`src/pwl_defines.svh`:
```
`ifndef PWL_DEFINES_SVH
`define PWL_DEFINES_SVH

// samples the DAC takes per clock, one lane each
`define BATCH_SAMPLES 4

// dac sample code width
// also the slope width, slope is signed
`define SAMPLE_WIDTH 16

// duration of one command, counted in batches
`define DT_WIDTH 16

// one stream beat holds one whole command
// layout from msb down: dt, slope, start value
`define DMA_DATA_WIDTH 48

`endif
```
`src/dac_out_pkg.sv`:
```
`include "pwl_defines.svh"

package dac_out_pkg;

    // one DAC batch, sample 0 in the low bits
    typedef logic [`BATCH_SAMPLES*`SAMPLE_WIDTH-1:0] batch_t;

    // sequencer states
    // RUN means a batch is sitting on the lane inputs
    typedef enum logic {
        IDLE = 1'b0,
        RUN  = 1'b1
    } gen_state_e;

endpackage

```
`src/dma_cmd_pkg.sv`:
```
`include "pwl_defines.svh"

package dma_cmd_pkg;

    // raw dac code, wraps modulo 2^16
    typedef logic [`SAMPLE_WIDTH-1:0] sample_t;

    // per-sample increment, two's complement
    typedef logic signed [`SAMPLE_WIDTH-1:0] slope_t;

    // number of batches one command lasts
    typedef logic [`DT_WIDTH-1:0] dt_t;

    // full stream word
    // [47:32] dt, [31:16] slope, [15:0] start value
    typedef logic [`DMA_DATA_WIDTH-1:0] dma_word_t;

endpackage

```
`src/pwl_gen_top.sv`:
```
`timescale 1ns/1ps
`include "pwl_defines.svh"

module pwl_gen_top (
    input  wire                    ps_clk,
    input  wire                    rst_n,
    // PWL commands from the DMA
    input  dma_cmd_pkg::dma_word_t pwl_tdata,
    input  wire                    pwl_tvalid,
    input  wire                    pwl_tlast,
    output logic                   pwl_tready,
    // DAC port
    input  wire                    dac0_rdy,
    output dac_out_pkg::batch_t    dac_batch,
    output logic                   valid_dac_batch,
    output logic                   dac_batch_last
);

    logic                 advance;

    // sequencer to lanes
    dma_cmd_pkg::sample_t lane_base;
    dma_cmd_pkg::slope_t  lane_slope;
    logic                 lane_in_valid;
    logic                 lane_in_last;

    // lanes to packer
    dac_out_pkg::batch_t          lane_samples;
    logic [`BATCH_SAMPLES-1:0]    lane_out_valid;
    logic [`BATCH_SAMPLES-1:0]    lane_out_last;

    pwl_cmd_sequencer u_sequencer (
        .ps_clk     (ps_clk),
        .rst_n      (rst_n),
        .pwl_tdata  (pwl_tdata),
        .pwl_tvalid (pwl_tvalid),
        .pwl_tlast  (pwl_tlast),
        .pwl_tready (pwl_tready),
        .advance    (advance),
        .lane_base  (lane_base),
        .lane_slope (lane_slope),
        .lane_valid (lane_in_valid),
        .lane_last  (lane_in_last)
    );

    // one lane per sample, lane i lands in slice i of the batch
    for (genvar g = 0; g < `BATCH_SAMPLES; g++) begin : g_lane
        pwl_lane #(.LANE(g)) u_lane (
            .ps_clk    (ps_clk),
            .rst_n     (rst_n),
            .advance   (advance),
            .base      (lane_base),
            .slope     (lane_slope),
            .in_valid  (lane_in_valid),
            .in_last   (lane_in_last),
            .sample    (lane_samples[g*`SAMPLE_WIDTH +: `SAMPLE_WIDTH]),
            .out_valid (lane_out_valid[g]),
            .out_last  (lane_out_last[g])
        );
    end

    // all lanes move together, lane 0 speaks for the batch
    dac_batch_packer u_packer (
        .ps_clk          (ps_clk),
        .rst_n           (rst_n),
        .lane_samples    (lane_samples),
        .lane_valid      (lane_out_valid[0]),
        .lane_last       (lane_out_last[0]),
        .dac0_rdy        (dac0_rdy),
        .advance         (advance),
        .dac_batch       (dac_batch),
        .valid_dac_batch (valid_dac_batch),
        .dac_batch_last  (dac_batch_last)
    );

endmodule

```
`src/dac_batch_packer.sv`:
```
`timescale 1ns/1ps
`include "pwl_defines.svh"

module dac_batch_packer (
    input  wire                 ps_clk,
    input  wire                 rst_n,
    // from the lanes
    input  dac_out_pkg::batch_t lane_samples,
    input  wire                 lane_valid,
    input  wire                 lane_last,
    // DAC side
    input  wire                 dac0_rdy,
    // stall to the whole pipeline
    output logic                advance,
    output dac_out_pkg::batch_t dac_batch,
    output logic                valid_dac_batch,
    output logic                dac_batch_last
);

    // output slot free or being emptied this cycle
    assign advance = !valid_dac_batch || dac0_rdy;

    // handshake flags
    always_ff @(posedge ps_clk or negedge rst_n) begin
        if (!rst_n) begin
            valid_dac_batch <= 1'b0;
            dac_batch_last  <= 1'b0;
        end else if (advance) begin
            valid_dac_batch <= lane_valid;
            // last only ever rides on a real batch
            dac_batch_last  <= lane_valid && lane_last;
        end
    end

    // batch register
    // held while the DAC is not ready
    always_ff @(posedge ps_clk) begin
        if (advance) begin
            dac_batch <= lane_samples;
        end
    end

    // offered batch must not move before the DAC takes it
    a_hold_under_stall : assert property (
        @(posedge ps_clk) disable iff (!rst_n)
        (valid_dac_batch && !dac0_rdy) |=>
            (valid_dac_batch && $stable(dac_batch) && $stable(dac_batch_last))
    );

endmodule

```
`src/pwl_lane.sv`:
```
`timescale 1ns/1ps
`include "pwl_defines.svh"

module pwl_lane #(
    // position of this sample inside the batch
    parameter int LANE = 0
) (
    input  wire                  ps_clk,
    input  wire                  rst_n,
    input  wire                  advance,
    input  dma_cmd_pkg::sample_t base,
    input  dma_cmd_pkg::slope_t  slope,
    input  wire                  in_valid,
    input  wire                  in_last,
    output dma_cmd_pkg::sample_t sample,
    output logic                 out_valid,
    output logic                 out_last
);

    // lane index must fit the batch
    if (LANE < 0 || LANE >= `BATCH_SAMPLES) begin : g_bad_lane
        $error("pwl_lane: LANE out of range");
    end

    // slope times lane index, kept to 16 bits
    // wrap is intended, the dac code is modular
    dma_cmd_pkg::sample_t lane_offset;

    assign lane_offset = dma_cmd_pkg::sample_t'(slope) * dma_cmd_pkg::sample_t'(LANE);

    // flags
    always_ff @(posedge ps_clk or negedge rst_n) begin
        if (!rst_n) begin
            out_valid <= 1'b0;
            out_last  <= 1'b0;
        end else if (advance) begin
            out_valid <= in_valid;
            out_last  <= in_valid && in_last;
        end
    end

    // interpolated sample
    always_ff @(posedge ps_clk) begin
        if (advance) begin
            sample <= base + lane_offset;
        end
    end

    a_valid_known : assert property (
        @(posedge ps_clk) disable iff (!rst_n)
        !$isunknown(out_valid)
    );

endmodule

```
`src/pwl_cmd_sequencer.sv`:
```
`timescale 1ns/1ps
`include "pwl_defines.svh"

module pwl_cmd_sequencer (
    input  wire                    ps_clk,
    input  wire                    rst_n,
    // dma command stream
    input  dma_cmd_pkg::dma_word_t pwl_tdata,
    input  wire                    pwl_tvalid,
    input  wire                    pwl_tlast,
    output logic                   pwl_tready,
    // pipeline stall from the packer
    input  wire                    advance,
    // broadcast to every lane
    output dma_cmd_pkg::sample_t   lane_base,
    output dma_cmd_pkg::slope_t    lane_slope,
    output logic                   lane_valid,
    output logic                   lane_last
);

    dac_out_pkg::gen_state_e state;

    // fields of the incoming word
    dma_cmd_pkg::sample_t cmd_x;
    dma_cmd_pkg::slope_t  cmd_slope;
    dma_cmd_pkg::dt_t     cmd_dt;

    // batches still to go after the one on the output
    dma_cmd_pkg::dt_t     batch_left;
    // tlast of the command being walked
    logic                 cmd_last;
    logic                 last_batch;
    logic                 load;
    logic                 step;
    // base moves by a whole batch worth of slope
    dma_cmd_pkg::sample_t batch_step;

    assign cmd_x     = pwl_tdata[`SAMPLE_WIDTH-1:0];
    assign cmd_slope = pwl_tdata[2*`SAMPLE_WIDTH-1:`SAMPLE_WIDTH];
    assign cmd_dt    = pwl_tdata[`DMA_DATA_WIDTH-1 -: `DT_WIDTH];

    assign last_batch = (batch_left == '0);

    // ready when empty, or when the last batch is leaving this cycle
    assign pwl_tready = (state == dac_out_pkg::IDLE) || (last_batch && advance);

    // zero length commands are taken off the stream but never loaded
    assign load = pwl_tvalid && pwl_tready && (cmd_dt != '0);
    assign step = (state == dac_out_pkg::RUN) && advance && !last_batch;

    assign batch_step = dma_cmd_pkg::sample_t'(lane_slope)
                      * dma_cmd_pkg::sample_t'(`BATCH_SAMPLES);

    // control path
    always_ff @(posedge ps_clk or negedge rst_n) begin
        if (!rst_n) begin
            state      <= dac_out_pkg::IDLE;
            lane_valid <= 1'b0;
            lane_last  <= 1'b0;
            cmd_last   <= 1'b0;
            batch_left <= '0;
        end else if (load) begin
            state      <= dac_out_pkg::RUN;
            lane_valid <= 1'b1;
            cmd_last   <= pwl_tlast;
            batch_left <= cmd_dt - 1'b1;
            // single batch command is its own last batch
            lane_last  <= pwl_tlast && (cmd_dt == dma_cmd_pkg::dt_t'(1));
        end else if (step) begin
            batch_left <= batch_left - 1'b1;
            lane_last  <= cmd_last && (batch_left == dma_cmd_pkg::dt_t'(1));
        end else if (state == dac_out_pkg::RUN && advance) begin
            // last batch gone and nothing new to load
            state      <= dac_out_pkg::IDLE;
            lane_valid <= 1'b0;
            lane_last  <= 1'b0;
        end
    end

    // value path
    always_ff @(posedge ps_clk) begin
        if (load) begin
            lane_base  <= cmd_x;
            lane_slope <= cmd_slope;
        end else if (step) begin
            lane_base  <= lane_base + batch_step;
        end
    end

    // nothing goes to the lanes while idle
    a_no_valid_in_idle : assert property (
        @(posedge ps_clk) disable iff (!rst_n)
        (state == dac_out_pkg::IDLE) |-> !lane_valid
    );

endmodule

```
`config.mk`:
```
export PLATFORM = sky130hd
export DESIGN_NAME = pwl_gen_top
export DESIGN_NICKNAME = d
export VERILOG_FILES = /design/src/dac_out_pkg.sv /design/src/dma_cmd_pkg.sv /design/src/pwl_gen_top.sv /design/src/dac_batch_packer.sv /design/src/pwl_lane.sv /design/src/pwl_cmd_sequencer.sv
export VERILOG_INCLUDE_DIRS = /design/src
export SDC_FILE = /design/constraint.sdc
export NUM_CORES = 1
export LEC_CHECK = 0
export BUFFER_PORTS_ARGS = -buffer_cell sky130_fd_sc_hd__buf_2
export CORE_AREA = 2 2 136 138
export CTS_CLUSTER_DIAMETER = 80
export CTS_CLUSTER_SIZE = 8
export DETAILED_ROUTE_END_ITERATION = 8
export DIE_AREA = 0 0 138 140
export PLACE_DENSITY = 0.85
export RECOVER_POWER = 25
export SLEW_MARGIN = 20
export SYNTH_ARGS = -nofsm -noshare
export SYNTH_HDL_FRONTEND = slang
export SYNTH_SLANG_ARGS = --single-unit
export TNS_END_PERCENT = 100
```
`constraint.sdc`:
```
create_clock -name ps_clk -period 4.27 [get_ports ps_clk]
set_input_delay 0.854 -clock ps_clk [delete_from_list [all_inputs] [get_ports ps_clk]]
set_output_delay 0.854 -clock ps_clk [all_outputs]
set_load 0.005 [all_outputs]
```
## After elaboration in Yosys (flattened, before gate mapping)

Index checks and enable logic that the tools add are counted.
W data, S select, Z words.

| cells by class | value |
|---|---|
| $add $sub $neg | 6 |
| eq/ne operators | 3 |
| multiply operators | 1 |
| muxes and demuxes | 9 |
| reduce and logical (&&, ||, !) cells | 19 |
| bitwise operators | 1 |

Operator list:

| cell | number |
|---|---|
| $add A16 B16 Y16 | 4 |
| $mux W16 | 4 |
| $eq A16 B1 Y1 const B | 2 |
| $sub A16 B1 Y16 const B | 2 |
| $logic_not A16 Y1 | 1 |
| $mul A16 B2 Y16 const B | 1 |
| $reduce_bool A16 Y1 | 1 |
| $logic_and A1 B1 Y1 | 9 |
| $mux W1 | 5 |
| $reduce_bool A2 Y1 | 2 |
| $reduce_bool A3 Y1 | 1 |
| $logic_not A1 Y1 | 2 |
| $logic_or A1 B1 Y1 | 2 |
| $ne A2 B1 Y1 const B | 1 |
| $reduce_and A2 Y1 | 1 |
| $not A1 Y1 | 1 |

| word-level totals | value |
|---|---|
| output and inout bits | 67 |
| logic and storage cells | 54 |
| flip-flop bits (word level) | 183 |
| bits of input ports | 53 |

## Longest topological paths before layout

Gate-level depths: netlist of the first run.

| logic depth | value |
|---|---|
| depth in word-level cells | 8 |
| depth in mapped cells | 11 |
| gate-level depth less buffers | 11 |

## By module

A second synthesis of the first run with hierarchy kept.

| second synthesis, totals | value |
|---|---|
| cells, all modules | 768 |
| area total of the unflattened synthesis | 9,845.7 µm² |

By module, submodules not included:

| module | instances | area an instance (µm²) | seq. area each (µm²) | cells an instance |
|---|---|---|---|---|
| pwl_cmd_sequencer | 1 | 3,045.4 | 1,436.4 | 299 |
| dac_batch_packer | 1 | 2,009.4 | 1,971.9 | 71 |
| pwl_lane (g_lane[3].u_lane) | 1 | 1,524.0 | 530.5 | 128 |
| pwl_lane (g_lane[1].u_lane) | 1 | 1,408.9 | 530.5 | 129 |
| pwl_lane (g_lane[2].u_lane) | 1 | 1,298.7 | 530.5 | 119 |
| pwl_lane (g_lane[0].u_lane) | 1 | 559.3 | 530.5 | 22 |

## Worst setup path after synthesis of the first run

No wires, ideal clock.

| path | value |
|---|---|
| kind | input port to flip-flop |
| start point | in dac0_rdy |
| end point | reg u_sequencer.batch_left[5] |
| arrival time | 4,818 ps |
| stages | 7 |
| library setup time | 83 ps |
| required time | 4,187 ps |
| buffers on the path | 0 |
| slack | -631 ps |
| cell sequence | nor2b_4 -> inv_1 -> and2_2 -> nand3_2 -> or4b_1 -> xor2_1 -> o21ai_0 |

| between the ends | value |
|---|---|
| longest elaborated chain between the ends | 6 |
| elaborated cells on any way between the ends | 9 |
| those cells by class | mux (1); reduce/logical (8) |

Ends and longest elaborated chain:

| element | RTL line | text |
|---|---|---|
| start, declared | pwl_gen_top.sv:13 | `input wire dac0_rdy,` |
| $logic_or A1 B1 Y1 (*) | dac_batch_packer.sv:21 | `assign advance = !valid_dac_batch \|\| dac0_rdy;` |
| $logic_and A1 B1 Y1 | pwl_cmd_sequencer.sv:45 | `assign pwl_tready = (state == dac_out_pkg::IDLE) \|\| (last_batch && advance);` |
| $logic_or A1 B1 Y1 | pwl_cmd_sequencer.sv:45 |  |
| $logic_and A1 B1 Y1 (2 in a row) | pwl_cmd_sequencer.sv:48 | `assign load = pwl_tvalid && pwl_tready && (cmd_dt != '0);` |
| $mux W16 / $reduce_bool A2 Y1 (equally long branches) | n/a |  |
| end signal, assigned | pwl_cmd_sequencer.sv:66 | `batch_left <= cmd_dt - 1'b1;` |
| end signal, assigned | pwl_cmd_sequencer.sv:70 | `batch_left <= batch_left - 1'b1;` |
| end, declared | pwl_cmd_sequencer.sv:29 | `dma_cmd_pkg::dt_t batch_left;` |

Every way passes the cells marked *; elsewhere a longest branch is shown, timed or not.
A chain may end at the register's enable or synchronous reset.

## Final worst setup path of the first run

| path | value |
|---|---|
| start point | reg u_sequencer.lane_slope[1] |
| end point | reg g_lane[3].u_lane.sample[15] (data pin) |

| between the ends | value |
|---|---|
| longest elaborated chain between the ends | 2 |

Ends and longest elaborated chain:

| element | RTL line | text |
|---|---|---|
| start, declared | pwl_cmd_sequencer.sv:16 | `output dma_cmd_pkg::slope_t lane_slope,` |
| start signal, assigned | pwl_cmd_sequencer.sv:84 | `lane_slope <= cmd_slope;` |
| $mul A16 B2 Y16 | pwl_lane.sv:29 | `assign lane_offset = dma_cmd_pkg::sample_t'(slope) * dma_cmd_pkg::sample_t'(LANE);` |
| $add A16 B16 Y16 | pwl_lane.sv:45 | `sample <= base + lane_offset;` |
| end signal, assigned | pwl_lane.sv:45 |  |
| end, declared | pwl_lane.sv:15 | `output dma_cmd_pkg::sample_t sample,` |

No other way between the ends.

==> results of run 1 <==
## stage by stage
step	power (uW)	worst slack (ns)	cells	utilization	area (um^2)
5_1_grt	7190	0.736	1092	0.600	10700
3_5_place_dp	5320	0.937	1060	0.570	10100
6_report	6770	0.913	1092	0.600	10700
3_3_place_gp	5230	1.00	1060	0.570	10100
4_1_cts	6770	0.920	1092	0.601	10700
2_1_floorplan	4650	0.0893	720	-	9300
## cell usage after synthesis, drive strengths merged, types with 9 or more instances
master / number / area [um^2]
inv: 27 / 104
a211oi: 9 / 67.6
ha: 61 / 763
dfrtp: 23 / 576
a21oi: 43 / 215
a21o: 13 / 97.6
xor2: 15 / 131
nor3: 13 / 65.1
nand2: 58 / 225
nand2b: 9 / 56.3
nand3: 17 / 90.1
xnor2: 53 / 464
fa: 18 / 360
nor2: 44 / 165
o21ai: 35 / 179
edfxtp: 156 / 4680
## flip-flops by register name (all words and copies together), names as in the netlist
signal and count:
g_lane.u_lane.out_last 1, g_lane.u_lane.out_valid 1, g_lane.u_lane.sample 62, u_packer.dac_batch 62
u_packer.dac_batch_last 1, u_packer.valid_dac_batch 1, u_sequencer.batch_left 16, u_sequencer.cmd_last 1
u_sequencer.lane_base 16, u_sequencer.lane_last 1, u_sequencer.lane_slope 16, u_sequencer.lane_valid 1
## report_power, final
group	switching (uW)	internal (uW)
clock network	637	799
logic	1290	1100
registers	293	2650
total	2220	4550
## how the worst max path moves through the flow
stage,from,to,slack (ns),cells past startpoint
final,u_sequencer.lane_slope[1],g_lane[3].u_lane.sample[15],0.91,11
after detailed placement,u_sequencer.lane_slope[1],g_lane[3].u_lane.sample[15],0.94,11
after global routing,u_sequencer.lane_slope[1],g_lane[3].u_lane.sample[15],0.74,11
after CTS,u_sequencer.lane_slope[1],g_lane[3].u_lane.sample[15],0.92,11
after floorplan,dac0_rdy,u_sequencer.lane_base[10],0.09,5
after global placement,u_sequencer.lane_slope[1],g_lane[3].u_lane.sample[15],1.00,11
## final cells by class
cell class              count  area [um^2]  area share
well taps                 229          287      0.0268
clock buffers              19          433      0.0406
inverters                  27          108      0.0101
clock inverters            13          111      0.0104
multi-input cells         504         3870       0.362
flip-flops and latches    179         5260       0.493
repair buffers            121          606      0.0567
## layer usage
layer  vias up  track usage
met5         -            0
met4         0       0.0677
met3        30       0.0475
met2       208        0.316
met1      2917        0.242
li1       2961            -
## cells by family after synthesis
family                     Yosys count
DFF                                179
muxes                                5
buffers and inverters               37
AOI/OAI and AO/OA                  158
adders and majority gates           79
xor gates and xnor gates            68
and+or+nand+nor                    194
==> results by group, run 1 <==
Synth
  • Simple-gate share of the synthesized area: 0.109
  • Seq cells post-synth: 179
  • Synth Area in Compound Gates: 0.117
  • Post-synth EDFFs: 156
  • Ys flop type: edfxtp_1
  • Synth Area in Adders: 0.121
  • Syn Area/Cell: 12.9 um^2
  • Synth Warn #: 0
  • Sequential area share after synthesis: 0.566
  • Mux contribution to synthesized area: 0.00552
  • Cell variety after synth: 69
  • Synth Cell Area: 0.00930 mm^2
  • Xor/xnor share of the synthesized area: 0.0641
  • Fraction of registers with async set or reset after synthesis: 0.128
  • Net Count, Synth: 852
  • Post-Synthesis Cells: 720
  • Largest family of logic cells by synthesized area: adder cells

Detailed routing
  • Met1 WL: 7.73 mm
  • DRT iter0 DRCs: 385
  • Met3 wire len: 1.03 mm
  • Average wire per standard cell: 16.4 um
  • Vias/cell: 5.60
  • Drt total wl: 17.9 mm
  • Met2 WL post-DR: 8.76 mm
  • Vias: 6116
  • Post-DRT Antenna Nets: 0
  • First-pass detailed-route iteration total: 5
  • Post-route DRC: 0
  • Top Metal Used: met4

Setup path
  • Setup Crit Path Kind: reg -> reg
  • R2R setup slack: 0.91 ns
  • Crit. End Element: register
  • Critical Path, Cell by Cell: inv_1, fa_1, inv_1, ha_1, fa_1, a211oi_1, o211ai_1, a31oi_1, o31ai_1, a21oi_1, xnor2_1
  • Cells on worst reg2reg path: 11
  • Crit-path leading delay family: adder cells
  • Worst setup SP type: register
  • Worst R2R Start: u_sequencer.lane_slope[1]
  • CP arrival: 3.53 ns
  • Critical path peak fanout: 7
  • Bufs and invs on worst path: 2
  • Slowest cell on the critical path: edfxtp_1
  • Worst reg2reg endpoint: g_lane[3].u_lane.sample[15]
  • Worst Path Required: 4.45 ns
  • Worst path max stage delay: 0.57 ns

Pwr
  • Worst VDD drop: 404 uV
  • Power Dens Cells: 634 mW/mm^2
  • LEAKAGE: 0.00421 uW

Placement
  • Detail Placement HPWL: 13.2 mm
  • Port-buffer cells: 119
  • GP Congestion: 0.931

Clock network
  • Number of H-tree levels: 4
  • CTS tree: done
  • Clock slew at reported path FFs: 0.07 ns
  • PostCTS Resize Cnt: 0
  • CTS root buffer: clkbuf_16
  • Bufs on Longest Clock Path: 2
  • Clock Sinks: 179
  • Postcts setup bufs: 0
  • Clock latency on the worst-skew pair: 0.43 ns
  • Num CTS Buffers: 17
  • Hold_buf cts: 0

STA
  • Hold Fails Final Rpt: 0
  • Final setup vio count: 0
  • Clk_skew: 0.0107 ns
  • Post-Route Setup TNS: 0 ns
  • RSZ-0062 raised after global routing: false
  • Slew @ Worst Pin: 1.24 ns
  • Fmax: 0.298 GHz
  • Fin crit share: 0.786
  • Fin crit period: 3.36 ns
  • Slew HR: 0.175
  • Hold WS: 0.417 ns
  • Pins Over Slew Limit: 0

Layout
  • # diodes: 0
  • Fill cells: 1387
  • Layout cells sized above 1: 0.195
  • # nets final: 982
  • Commonest non-fill, non-tap cell in the layout: edfxtp_1
  • Commonest cells after routing, fill and taps aside: edfxtp_1 (156), buf_2 (115), ha_1 (61)
  • Layout area overhead: 14.8%

Die
  • Die H: 140 um
  • Die area: 0.0193 mm^2
  • I/O Pins: 120
  • Die width: 138 um
  • Std-Cell Rows: 49
  • Core ar.: 0.0178 mm^2
  • Starting density of the core: 0.523

Global routing
  • Gr usage total: 0.189
  • Initial antenna violation count: 0
  • Vias in the first global route: 6005
  • Gr ovfl total: 0
  • Largest net degree at the start of global routing: 71
  • First-pass GRT wire length: 29.2 mm

Status
  • Status: finished, final reports clean

Flow run
  • Max Cap Violations: 0

Worst hold path
  • Hold Path Sink: u_packer.dac_batch[45]
  • Hold path cells: 0
  • Hold Crit Class: reg -> reg
  • Min-delay src: g_lane[2].u_lane.sample[13]
Power figures use the tool's default switching activity.
==> inputs of run 2 (changes only) <==
- ABC_AREA: default -> 1
- CORE_AREA: 2 2 136 138 -> 2 2 141 143
- DIE_AREA: 0 0 138 140 -> 0 0 143 145
- clock period: 4.27 -> 2.71 ns (I/O delays scaled with it)
==> run 2 against run 1 <==
Effect of this change:
- combinational power increased by 130%
- die area increased by 7.3%
- sequential share of layout area decreased by 3.9 points
- clock skew increased by 0.0025 ns
- critical path type unchanged
- largest cell class unchanged
==> results by group, run 2 <==
Setup path
  • Worst Path Required: 2.90 ns (was 4.45 ns)
  • Slowest cell on the critical path: edfxtp_1 (unchanged)
  • Critical Path, Cell by Cell: fa_1, ha_1, nand2_1, nor2_1, nand4_1, or2_2, nand3_1, nand2_1 (was inv_1, fa_1, inv_1, ha_1, fa_1, a211oi_1, o211ai_1, a31oi_1, o31ai_1, a21oi_1, xnor2_1)
  • Crit path top cell by count: nand2_1
  • Crit-path leading delay family: adder cells (unchanged)
  • Worst R2R Start: u_sequencer.lane_slope[10] (was u_sequencer.lane_slope[1])
  • Worst setup SP type: register (unchanged)
  • Worst reg2reg endpoint: g_lane[3].u_lane.sample[15] (unchanged)
  • CP Capture Point: g_lane[3].u_lane.sample[15] (unchanged)
  • Crit. End Element: register (unchanged)
  • Crit path depth: 8 (was 11)
  • Crit path from: u_sequencer.lane_slope[10] (was u_sequencer.lane_slope[1])
  • Critical path peak fanout: 5 (was 7)
  • Setup Crit Path Kind: reg -> reg (unchanged)
  • Cells on worst reg2reg path: 8 (was 11)
  • CP arrival: 2.77 ns (was 3.53 ns)
  • Worst path max stage delay: 0.53 ns (was 0.57 ns)
  • Bufs and invs on worst path: 0 (was 2)
  • R2R setup slack: 0.12 ns (was 0.91 ns)

STA
  • Hold Fails Final Rpt: 0 (unchanged)
  • Worst setup margin: 0.125 ns (was 0.913 ns)
  • Pins Over Slew Limit: 0 (unchanged)
  • Fin crit share: 0.954 (was 0.786)
  • Fmax: 0.387 GHz (was 0.298 GHz)
  • Post-Route Setup TNS: 0 ns (unchanged)
  • Fin crit period: 2.59 ns (was 3.36 ns)
  • Clk_skew: 0.0132 ns (was 0.0107 ns)
  • Final setup vio count: 0 (unchanged)
  • Slew @ Worst Pin: 1.26 ns (was 1.24 ns)
  • Slew HR: 0.163 (was 0.175)

Die
  • Core ar.: 0.0192 mm^2 (was 0.0178 mm^2)
  • Die H: 145 um (was 140 um)
  • Starting density of the core: 0.521 (was 0.523)
  • Die area: 0.0207 mm^2 (was 0.0193 mm^2)
  • I/O Pins: 120 (unchanged)
  • Die width: 143 um (was 138 um)
  • Std-Cell Rows: 51 (was 49)

Detailed routing
  • Average wire per standard cell: 15.6 um (was 16.4 um)
  • Vias: 7396 (was 6116)
  • Vias/cell: 5.15 (was 5.60)
  • DRT iter0 DRCs: 615 (was 385)
  • Met3 wire len: 1.25 mm (was 1.03 mm)
  • Met1 WL: 9.99 mm (was 7.73 mm)
  • Post-route DRC: 0 (unchanged)
  • Post-DRT Antenna Nets: 0 (unchanged)
  • First-pass detailed-route iteration total: 5 (unchanged)
  • Met2 WL post-DR: 10.7 mm (was 8.76 mm)
  • Drt total wl: 22.4 mm (was 17.9 mm)
  • Top Metal Used: met4 (unchanged)

Clock network
  • Number of H-tree levels: 4 (unchanged)
  • CTS tree: done (unchanged)
  • Clock latency on the worst-skew pair: 0.44 ns (was 0.43 ns)
  • Bufs on Longest Clock Path: 2 (unchanged)
  • CTS root buffer: clkbuf_16 (unchanged)
  • Clock Sinks: 179 (unchanged)
  • Num CTS Buffers: 17 (unchanged)
  • Clock slew at reported path FFs: 0.07 ns (about the same)

Layout
  • Commonest non-fill, non-tap cell in the layout: nand2_1 (was edfxtp_1)
  • Layout area overhead: 15.8% (was 14.8%)
  • Commonest cells after routing, fill and taps aside: nand2_1 (266), edfxtp_1 (156), buf_2 (109) (was edfxtp_1 (156), buf_2 (115), ha_1 (61))
  • Non-filler cells, final: 1436 (was 1092)
  • Final Util: 0.603 (was 0.600)
  • # diodes: 0 (unchanged)
  • Reg area: 0.00526 mm^2 (unchanged)
  • Fill cells: 1641 (was 1387)
  • Multi-input logic area: 0.00433 mm^2 (was 0.00387 mm^2)
  • Largest registers: g_lane.u_lane.sample (62), u_packer.dac_batch (62) (unchanged)
  • Layout cells sized above 1: 0.163 (was 0.195)
  • # nets final: 1290 (was 982)

Pwr
  • Power Dens Cells: 1110 mW/mm^2 (was 634 mW/mm^2)
  • Total power: 12900 uW (was 6770 uW)
  • P_int: 7860 uW (was 4550 uW)
  • Clk pwr share: 0.183 (was 0.212)
  • Combinational power share: 0.429 (was 0.353)
  • Seq pwr share: 0.388 (was 0.435)
  • Switch share: 0.389 (was 0.328)
  • Switching power total: 5000 uW (was 2220 uW)
  • LEAKAGE: 0.00526 uW (was 0.00421 uW)
  • Worst VDD drop: 609 uV (was 404 uV)

Synth
  • Synth Cell Area: 0.0100 mm^2 (was 0.00930 mm^2)
  • Ys flop type: edfxtp_1 (unchanged)
  • Fraction of registers with async set or reset after synthesis: 0.128 (unchanged)
  • Most frequent cell after synthesis: nand2_1 (was edfxtp_1)
  • Synth area leader: edfxtp_1 (unchanged)
  • Share of the synthesized area in the top cell type: 0.468 (was 0.504)
  • Cell variety after synth: 37 (was 69)
  • Post-Synthesis Cells: 1012 (was 720)
  • Synth Warn #: 0 (unchanged)
  • Net Count, Synth: 1144 (was 852)
  • Syn Area/Cell: 9.89 um^2 (was 12.9 um^2)
  • Seq cells post-synth: 179 (unchanged)
  • Top post-synthesis cells by area: edfxtp_1 (47%), nand2_1 (10%), ha_1 (7.6%) (was edfxtp_1 (50%), ha_1 (8.2%), dfrtp_1 (6.2%))
  • Synth cell count leaders: nand2_1 (266), edfxtp_1 (156), nand3_1 (99) (was edfxtp_1 (156), ha_1 (61), nand2_1 (57))
  • Post-synth EDFFs: 156 (unchanged)
  • Sequential area share after synthesis: 0.526 (was 0.566)

Global routing
  • First-pass GRT wire length: 36.4 mm (was 29.2 mm)
  • Gr usage total: 0.226 (was 0.189)
  • Largest net degree at the start of global routing: 130 (was 71)
  • Initial antenna violation count: 0 (unchanged)
  • Vias in the first global route: 7175 (was 6005)
  • Gr ovfl total: 0 (unchanged)

Worst hold path
  • Hold path cells: 1 (was 0)
  • Hold Crit Class: in -> reg (was reg -> reg)

Placement
  • Detail Placement HPWL: 17.0 mm (was 13.2 mm)
  • GP Congestion: 0.957 (was 0.931)
  • DP Cell Count: 1402 (was 1060)
  • Port-buffer cells: 119 (unchanged)
  • DP Worst Slack: 0.0594 ns (was 0.937 ns)

Flow run
  • Max Cap Violations: 0 (unchanged)

Status
  • Status: finished, final reports clean (unchanged)
[run 2: timing repair]
action                     4_1_cts  5_1_grt
hold buffers                     0        0
resized for setup                0        3
buffers inserted                 0        2
setup endpoints to repair        0        2
[run 2: worst min-delay path by stage]
stage                          startpoint                         end  slack, ns
6_report                    pwl_tdata[31]  u_sequencer.lane_slope[15]       0.28
5_1_grt                     pwl_tdata[31]  u_sequencer.lane_slope[15]       0.27
2_1_floorplan                       rst_n   g_lane[0].u_lane.out_last       0.25
3_3_place_gp   g_lane[3].u_lane.sample[8]      u_packer.dac_batch[56]       0.40
3_5_place_dp   g_lane[1].u_lane.sample[5]      u_packer.dac_batch[21]       0.40
4_1_cts                             rst_n  u_sequencer.batch_left[11]       0.09
[run 2: worst reg2reg max path, delay by kind of cell, from the launching register on]
kind                     cells  cell delay [ns]
AND/OR/NAND/NOR              6             0.89
flip-flops                   1             0.53
adder cells (fa/ha/maj)      2             0.93
[run 2: logic make-up after synthesis]
| family | synth area share |
|---|---|
| flip-flops | 0.526 |
| AO/OA/AOI/OAI | 0.0495 |
| AND/OR/NAND/NOR | 0.218 |
| XOR/XNOR | 0.0508 |
| buffers and inverters | 0.0439 |
| adder cells (fa/ha/maj) | 0.112 |
[run 2: power groups by stage]
stage          clock (uW)  sequential (uW)  combinational (uW)
6_report             2360             4990                5520
5_1_grt              2500             5100                6250
4_1_cts              2390             4990                5450
3_5_place_dp            0             5050                5390
3_3_place_gp            0             5000                5360
2_1_floorplan           0             4950                3740
[run 2: layer usage]
metal | vias up | global-route usage
met5 | - | 0
met3 | 28 | 0.0426
li1 | 3698 | -
met1 | 3422 | 0.306
met4 | 0 | 0.0733
met2 | 248 | 0.368
[run 2: area by class of cell]
| class | count | share of cell area |
|---|---|---|
| sequential | 179 | 0.454 |
| clock inverter | 13 | 0.0107 |
| inverter | 92 | 0.0298 |
| multi-input combinational | 728 | 0.374 |
| tap | 265 | 0.0286 |
| timing repair buffer | 140 | 0.0658 |
| clock buffer | 19 | 0.0374 |
[run 2: per-stage QoR]
stage	instance area, um^2	hold WS (ns)
floorplan	10000	0.246
global placement	11000	0.401
detailed placement	11000	0.405
CTS	11600	0.0881
global route	11600	0.268
finish	11600	0.278
